[src/hw/freq_counter_pkg.sv]
`default_nettype none

package freq_counter_pkg;

    //////////////////////////////
    // Types
    //////////////////////////////

    // One decimal digit, values 0 to 9
    typedef logic [3:0] bcd_digit_t;

    // Gate timer cycle counter
    typedef logic [31:0] gate_count_t;

    // Window status from the gate timer
    typedef struct packed {
        logic open;   // High while a window is running
        logic close;  // One-cycle pulse on the last cycle of a window
    } gate_status_t;

    //////////////////////////////
    // Constants
    //////////////////////////////

    // Eight digits covers up to 99,999,999 per window
    localparam int num_digits_default = 8;

    // 100 ms at 100 MHz
    localparam gate_count_t gate_cycles_default = 32'd10_000_000;

    // Top value of a decade digit
    localparam bcd_digit_t digit_max = 4'd9;

endpackage

`default_nettype wire

[src/hw/pulse_sync.sv]
`timescale 1ns/1ns
`default_nettype none

module pulse_sync (
    input  wire  clk,
    input  wire  rst_n,
    input  logic en,
    input  logic pulse,
    output logic count_strobe
);

    //////////////////////////////
    // Synchronizer and history
    //////////////////////////////

    logic sync_meta;
    logic sync_level;
    logic level_hist;
    logic strobe_q;

    // The chain keeps sampling while en is low, so a level that is
    // already high when en rises has a high history and gives no edge
    always_ff @(posedge clk or negedge rst_n) begin
        if (!rst_n) begin
            sync_meta  <= 1'b0;
            sync_level <= 1'b0;
            level_hist <= 1'b0;
        end else begin
            sync_meta  <= pulse;
            sync_level <= sync_meta;
            level_hist <= sync_level;
        end
    end

    //////////////////////////////
    // Edge strobe
    //////////////////////////////

    // Registered strobe, three cycles after the first sample of the edge
    always_ff @(posedge clk or negedge rst_n) begin
        if (!rst_n) begin
            strobe_q <= 1'b0;
        end else if (!en) begin
            strobe_q <= 1'b0;
        end else begin
            // Rising edge of the synchronized level
            strobe_q <= sync_level & ~level_hist;
        end
    end

    assign count_strobe = strobe_q;

endmodule

`default_nettype wire

[src/hw/gate_timer.sv]
`timescale 1ns/1ns
`default_nettype none

module gate_timer #(
    parameter freq_counter_pkg::gate_count_t gate_cycles = freq_counter_pkg::gate_cycles_default
) (
    input  wire                            clk,
    input  wire                            rst_n,
    input  logic                           en,
    output freq_counter_pkg::gate_status_t gate
);

    // Terminal count of a window
    localparam freq_counter_pkg::gate_count_t last_count =
        gate_cycles - freq_counter_pkg::gate_count_t'(1);

    //////////////////////////////
    // Window counter
    //////////////////////////////

    freq_counter_pkg::gate_count_t cycle_cnt;
    logic                          open_q;
    logic                          at_last;

    assign at_last = (cycle_cnt == last_count);

    // open_q rises at the edge that first samples en high,
    // the count runs from the cycle after that
    always_ff @(posedge clk or negedge rst_n) begin
        if (!rst_n) begin
            cycle_cnt <= '0;
            open_q    <= 1'b0;
        end else if (!en) begin
            cycle_cnt <= '0;
            open_q    <= 1'b0;
        end else begin
            open_q <= 1'b1;
            if (open_q) begin
                // Wrap so windows follow with no gap
                if (at_last) begin
                    cycle_cnt <= '0;
                end else begin
                    cycle_cnt <= cycle_cnt + freq_counter_pkg::gate_count_t'(1);
                end
            end
        end
    end

    //////////////////////////////
    // Status outputs
    //////////////////////////////

    always_comb begin
        gate.open  = open_q;
        gate.close = open_q & at_last;
    end

endmodule

`default_nettype wire

[src/hw/bcd_accumulator.sv]
`timescale 1ns/1ns
`default_nettype none

module bcd_accumulator #(
    parameter int num_digits = freq_counter_pkg::num_digits_default
) (
    input  wire                                           clk,
    input  wire                                           rst_n,
    input  logic                                          count_strobe,
    input  freq_counter_pkg::gate_status_t                gate,
    output freq_counter_pkg::bcd_digit_t [num_digits-1:0] result_digits,
    output logic                                          result_overflow,
    output logic                                          result_valid
);

    //////////////////////////////
    // Decade chain state
    //////////////////////////////

    freq_counter_pkg::bcd_digit_t [num_digits-1:0] digits_q;
    freq_counter_pkg::bcd_digit_t [num_digits-1:0] digits_nxt;
    logic                                          overflow_q;
    logic                                          overflow_nxt;

    // carry[i] is the increment into digit i, carry[num_digits] leaves the top
    logic [num_digits:0]   carry;
    logic [num_digits-1:0] at_max;

    // Only strobes inside a window are counted
    assign carry[0] = count_strobe & gate.open;

    //////////////////////////////
    // Combinational carry chain
    //////////////////////////////

    // The whole chain settles in one cycle, so the value sampled on
    // close already includes a strobe arriving in that same cycle
    for (genvar g = 0; g < num_digits; g++) begin : gen_digit
        assign at_max[g]    = (digits_q[g] == freq_counter_pkg::digit_max);
        assign carry[g + 1] = carry[g] & at_max[g];

        always_comb begin
            if (!carry[g]) begin
                digits_nxt[g] = digits_q[g];
            end else if (at_max[g]) begin
                // 9 wraps to 0 and passes the carry up
                digits_nxt[g] = '0;
            end else begin
                digits_nxt[g] = digits_q[g] + freq_counter_pkg::bcd_digit_t'(1);
            end
        end
    end

    // Sticky for the rest of the window once the top digit wraps
    assign overflow_nxt = overflow_q | carry[num_digits];

    //////////////////////////////
    // Chain registers
    //////////////////////////////

    always_ff @(posedge clk or negedge rst_n) begin
        if (!rst_n) begin
            digits_q   <= '0;
            overflow_q <= 1'b0;
        end else if (!gate.open || gate.close) begin
            // Idle, or window ending: start the next one from zero
            digits_q   <= '0;
            overflow_q <= 1'b0;
        end else begin
            digits_q   <= digits_nxt;
            overflow_q <= overflow_nxt;
        end
    end

    //////////////////////////////
    // Result latch
    //////////////////////////////

    freq_counter_pkg::bcd_digit_t [num_digits-1:0] result_digits_q;
    logic                                          result_overflow_q;
    logic                                          result_valid_q;

    // Result holds until the next close; cleared while no window runs
    always_ff @(posedge clk or negedge rst_n) begin
        if (!rst_n) begin
            result_digits_q   <= '0;
            result_overflow_q <= 1'b0;
        end else if (!gate.open) begin
            result_digits_q   <= '0;
            result_overflow_q <= 1'b0;
        end else if (gate.close) begin
            // Next-state values so the last strobe is included
            result_digits_q   <= digits_nxt;
            result_overflow_q <= overflow_nxt;
        end
    end

    // One cycle after close
    always_ff @(posedge clk or negedge rst_n) begin
        if (!rst_n) begin
            result_valid_q <= 1'b0;
        end else begin
            result_valid_q <= gate.close;
        end
    end

    assign result_digits   = result_digits_q;
    assign result_overflow = result_overflow_q;
    assign result_valid    = result_valid_q;

endmodule

`default_nettype wire

[src/hw/freq_counter_top.sv]
`timescale 1ns/1ns
`default_nettype none

module freq_counter_top #(
    parameter int                            num_digits  = freq_counter_pkg::num_digits_default,
    parameter freq_counter_pkg::gate_count_t gate_cycles = freq_counter_pkg::gate_cycles_default
) (
    input  wire                                           clk,
    input  wire                                           rst_n,
    input  logic                                          en,
    input  logic                                          pulse,
    output freq_counter_pkg::bcd_digit_t [num_digits-1:0] result_digits,
    output logic                                          result_overflow,
    output logic                                          result_valid
);

    //////////////////////////////
    // Internal nets
    //////////////////////////////

    logic                           count_strobe;
    freq_counter_pkg::gate_status_t gate;

    //////////////////////////////
    // Producers
    //////////////////////////////

    // Async pulse in, one strobe per rising edge out
    pulse_sync pulse_sync_i (
        .clk          (clk),
        .rst_n        (rst_n),
        .en           (en),
        .pulse        (pulse),
        .count_strobe (count_strobe)
    );

    // Back-to-back measurement windows
    gate_timer #(
        .gate_cycles (gate_cycles)
    ) gate_timer_i (
        .clk   (clk),
        .rst_n (rst_n),
        .en    (en),
        .gate  (gate)
    );

    //////////////////////////////
    // Counter and result
    //////////////////////////////

    bcd_accumulator #(
        .num_digits (num_digits)
    ) bcd_accumulator_i (
        .clk             (clk),
        .rst_n           (rst_n),
        .count_strobe    (count_strobe),
        .gate            (gate),
        .result_digits   (result_digits),
        .result_overflow (result_overflow),
        .result_valid    (result_valid)
    );

endmodule

`default_nettype wire

[config.mk]
export PLATFORM = sky130hd
export DESIGN_NAME = freq_counter_top
export DESIGN_NICKNAME = d
export VERILOG_FILES = /design/src/hw/freq_counter_pkg.sv /design/src/hw/pulse_sync.sv /design/src/hw/gate_timer.sv /design/src/hw/bcd_accumulator.sv /design/src/hw/freq_counter_top.sv
export SDC_FILE = /design/constraint.sdc
export NUM_CORES = 1
export LEC_CHECK = 0
export BUFFER_PORTS_ARGS = -buffer_cell sky130_fd_sc_hd__buf_2
export CAP_MARGIN = 20
export CORE_UTILIZATION = 54
export CTS_CLUSTER_SIZE = 40
export DETAILED_ROUTE_END_ITERATION = 7
export PLACE_DENSITY = 0.73
export SETUP_SLACK_MARGIN = 0.15
export SLEW_MARGIN = 20
export SYNTH_ARGS = -nofsm -noshare
export SYNTH_HDL_FRONTEND = slang
export SYNTH_SLANG_ARGS = --single-unit
[constraint.sdc]
create_clock -name clk -period 6 [get_ports clk]
set_input_delay 0.9 -clock clk [delete_from_list [all_inputs] [get_ports clk]]
set_output_delay 0.9 -clock clk [all_outputs]
set_load 0.01 [all_outputs]
==> flow_metrics.tcl <==
set metrics [dict create \
    outcome "complete, no violations" \
    cp_cell_sequence "or4_1 > or4_4 > o311ai_1 > buf_4 > or4_1 > nand3_1" \
    synth_seq_cells 104 \
    antenna_found_initial 0 \
    synth.avg_cell_area_um2 9.71 \
    clkLatencyLatePin_ps 370 \
    min-delay-start "pulse_sync_i.sync_meta" \
    min_period_ps 3000 \
    min_period_over_period_pct 50.1 \
    grt_pass1_vias 4012 \
    fin_nets 556 \
    ir_worst_vdd_uv 123 \
    synthDistinctLibCells 55 \
    ant_nets 0 \
    tightest_slew_ps 996 \
    pwr-share-clk_pct 35.2 \
    vias 4200 \
    viasPerCell 6.30 \
    final_layout_size_suffix_gt1_share_pct 11.9 \
    wl_mm 11.1 \
    p_seq_share_pct 60.7 \
    syn_nets 531 \
    final_cell_mix "104 x dfrtp_1, 51 x nor2_1, 39 x nand3_1" \
    die_y_um 99.3 \
    cts_hold_buffers 0 \
    num_rows 35 \
    cp_slowest_cell "o311ai_1" \
    power.switching_uw 292 \
    numCtsBuffers 9 \
    cpLargestDelayFamily "simple AND/OR/NAND/NOR gates" \
    worst-r2r-setup-slack_ps 3000 \
    finClkSkew_ps 11.9 \
    clkTransAtPathRegs_ps 100 \
    totalNegativeSetupSlack_ps 0 \
    cts-root-buf "clkbuf_8" \
    wire_per_inst_um 16.6 \
    crit_buf_inv 1 \
    netlist_instances 526 \
    dp_worst_setup_slack_ps 3050 \
    power.internal_uw 884 \
    switching_share_pct 24.8 \
    hold_path.class "flip-flop to flip-flop" \
    clockBufferDepth 2 \
    h-tree-depth 3 \
    setup_viol 0 \
    slew_violations 0 \
    synth-main-ff-cell "dfrtp_1" \
    max_slew_margin_pct 33.1 \
    crit_start "gate_timer_i.cycle_cnt[7]" \
    synth_edf_count 0 \
    worst_setup_path_end_kind "flip-flop" \
    drc_errors 0 \
    p_leak_uw 0.00237 \
    critPathRequiredTime_ps 6250 \
    cts_setup_buffers 0 \
    die_w_um 99.3 \
    ctsResizeCount 0 \
    r2r-end "gate_timer_i.cycle_cnt[25]" \
    ys_warn_count 0 \
    seq_area_frac_synth_pct 51.0 \
    worstReg2RegStart "gate_timer_i.cycle_cnt[7]" \
    clock_sinks 104 \
    crit_arrival_ps 3250 \
    ioPinCount 38 \
    grt-ovfl-total 0 \
    firstDrtPassIters 5 \
    rsz0062_at_grt "no" \
    syn_to_final_growth_pct 8.38 \
    startpoint_type "flip-flop" \
    synth_area_um2 5110 \
    diodes 0 \
    die-area_um2 9850 \
    p_per_area_nw_per_um2 212 \
    fin_ws_ps 3000 \
    cts_tree "done" \
    layout_commonest_cell "dfrtp_1" \
    synthArstFlopShare_pct 100 \
    drv_cap 0 \
    r2r.worst_path.cells 6 \
    port-buffer-count 37 \
    cp_common_cell "or4_1" \
    p_comb_share_pct 4.0 \
    crit_type "flip-flop to flip-flop" \
    path_max_fanout 12 \
    fmax_ghz 0.333 \
    grt_pass1_wl_mm 19.1 \
    cp-endpoint "gate_timer_i.cycle_cnt[25]" \
    track_usage_pct 24.2 \
    hold_viol 0 \
    hpwlAfterDp_mm 7.48 \
    crit_cells 6 \
    drt_iter0_drc 260 \
    place_congestion 0.838 \
    core_area_um2 9200 \
    start_util_pct 55.5 \
    grt_max_degree 76 \
    max_stage_delay_ps 860 \
]
==> cell usage after synthesis, types with 2 or more instances <==
| cell type | n | area [um^2] |
|---|---|---|
| nor3_1 | 7 | 35.0 |
| nor2b_1 | 6 | 37.5 |
| nor3b_1 | 5 | 37.5 |
| nand3b_1 | 4 | 30.0 |
| or3_1 | 13 | 81.3 |
| mux2i_1 | 6 | 60.1 |
| a32o_1 | 2 | 20.0 |
| dfrtp_1 | 104 | 2600 |
| and3b_1 | 2 | 17.5 |
| a211oi_1 | 2 | 15.0 |
| a22oi_1 | 2 | 15.0 |
| nor4_1 | 6 | 37.5 |
| a21oi_1 | 25 | 125 |
| buf_2 | 5 | 25.0 |
| nor4b_1 | 3 | 26.3 |
| and2_1 | 2 | 12.5 |
| buf_6 | 2 | 22.5 |
| inv_1 | 22 | 82.6 |
| and3_1 | 5 | 31.3 |
| a41oi_1 | 2 | 17.5 |
| a31oi_1 | 12 | 75.1 |
| xor2_1 | 12 | 105 |
| o211ai_1 | 4 | 30.0 |
| nand2b_1 | 9 | 56.3 |
| nand4bb_1 | 2 | 22.5 |
| and4_1 | 6 | 52.6 |
| nand2_1 | 35 | 131 |
| xnor2_1 | 6 | 52.6 |
| clkbuf_1 | 22 | 82.6 |
| o21ai_0 | 17 | 85.1 |
| or4_1 | 7 | 52.6 |
| o2bb2ai_1 | 32 | 280 |
| o31a_1 | 2 | 17.5 |
| or3b_2 | 3 | 26.3 |
| nor2_1 | 52 | 195 |
| nand4_1 | 23 | 144 |
| nand3_1 | 39 | 195 |
==> sequential cells by signal, summed over array words and instances, names as in the netlist <==
register,count
bcd_accumulator_i.digits_q,32
bcd_accumulator_i.overflow_q,1
bcd_accumulator_i.result_digits,32
bcd_accumulator_i.result_overflow,1
bcd_accumulator_i.result_valid,1
gate_timer_i.cycle_cnt,32
gate_timer_i.open_q,1
pulse_sync_i.count_strobe,1
pulse_sync_i.level_hist,1
pulse_sync_i.sync_level,1
pulse_sync_i.sync_meta,1
==> area by class of cell <==
class / count / area (um^2)
fillers: 807 / 3660
flip-flops and latches: 104 / 2600
multi-input cells: 371 / 2300
repair buffers: 43 / 233
clock buffers: 11 / 141
well taps: 111 / 139
inverters: 22 / 82.6
clock inverters: 5 / 40.0
==> how the worst min path moves through the flow <==
stage,to,slack (ps),cells after the start
after floorplan,pulse_sync_i.sync_level,330,0
after global placement,pulse_sync_i.sync_level,330,0
after detailed placement,pulse_sync_i.sync_level,340,0
after CTS,pulse_sync_i.sync_level,370,0
after global routing,pulse_sync_i.sync_level,380,0
final,pulse_sync_i.sync_level,360,0
==> power groups by stage <==
stage	clock (uW)	sequential, uW	combinational [uW]
after global routing	453	715	55.0
after floorplan	0	725	27.4
after detailed placement	0	728	48.8
after CTS	423	714	48.9
after global placement	0	727	48.0
final	415	714	47.6
==> logic make-up (layout without fill, tap and decap cells) <==
logic type / count (synthesis) / in the layout / share of synthesized area [%]
fa+ha+maj: 1 / 1 / 0.245
flops: 104 / 104 / 51.0
buf+inv: 51 / 81 / 4.16
compound gates: 111 / 111 / 15.2
xor+xnor: 18 / 18 / 3.09
mux: 6 / 6 / 1.18
simple gates: 235 / 235 / 25.2
==> per-stage QoR <==
stage               hold WS (ps)  area (um^2)  util [%]  std cells  power (uW)
finish                       362         5540      60.2        667        1180
global route                 381         5540      60.2        667        1220
CTS                          366         5540      60.2        667        1190
detailed placement           342         5350      58.2        651         777
global placement             334         5350      58.2        651         775
floorplan                    331         5110         -        526         753
==> worst reg2reg max path, stage by stage, from the launching register on <==
cell and delay [ps]:
dfrtp_1 440, or4_1 540, or4_4 540, o311ai_1 860, buf_4 310, or4_1 130
nand3_1 80
==> metal layers <==
metal  share of wire (%)  vias to the layer above  track usage, %
met2                  49                      115            40.4
met5                   0                        -               0
met4                 1.4                        0            8.48
met1                  46                     2076            32.4
li1                    -                     1990               -
met3                 4.1                       19            3.58
No activity file was read; power rests on OpenSTA's default activity.
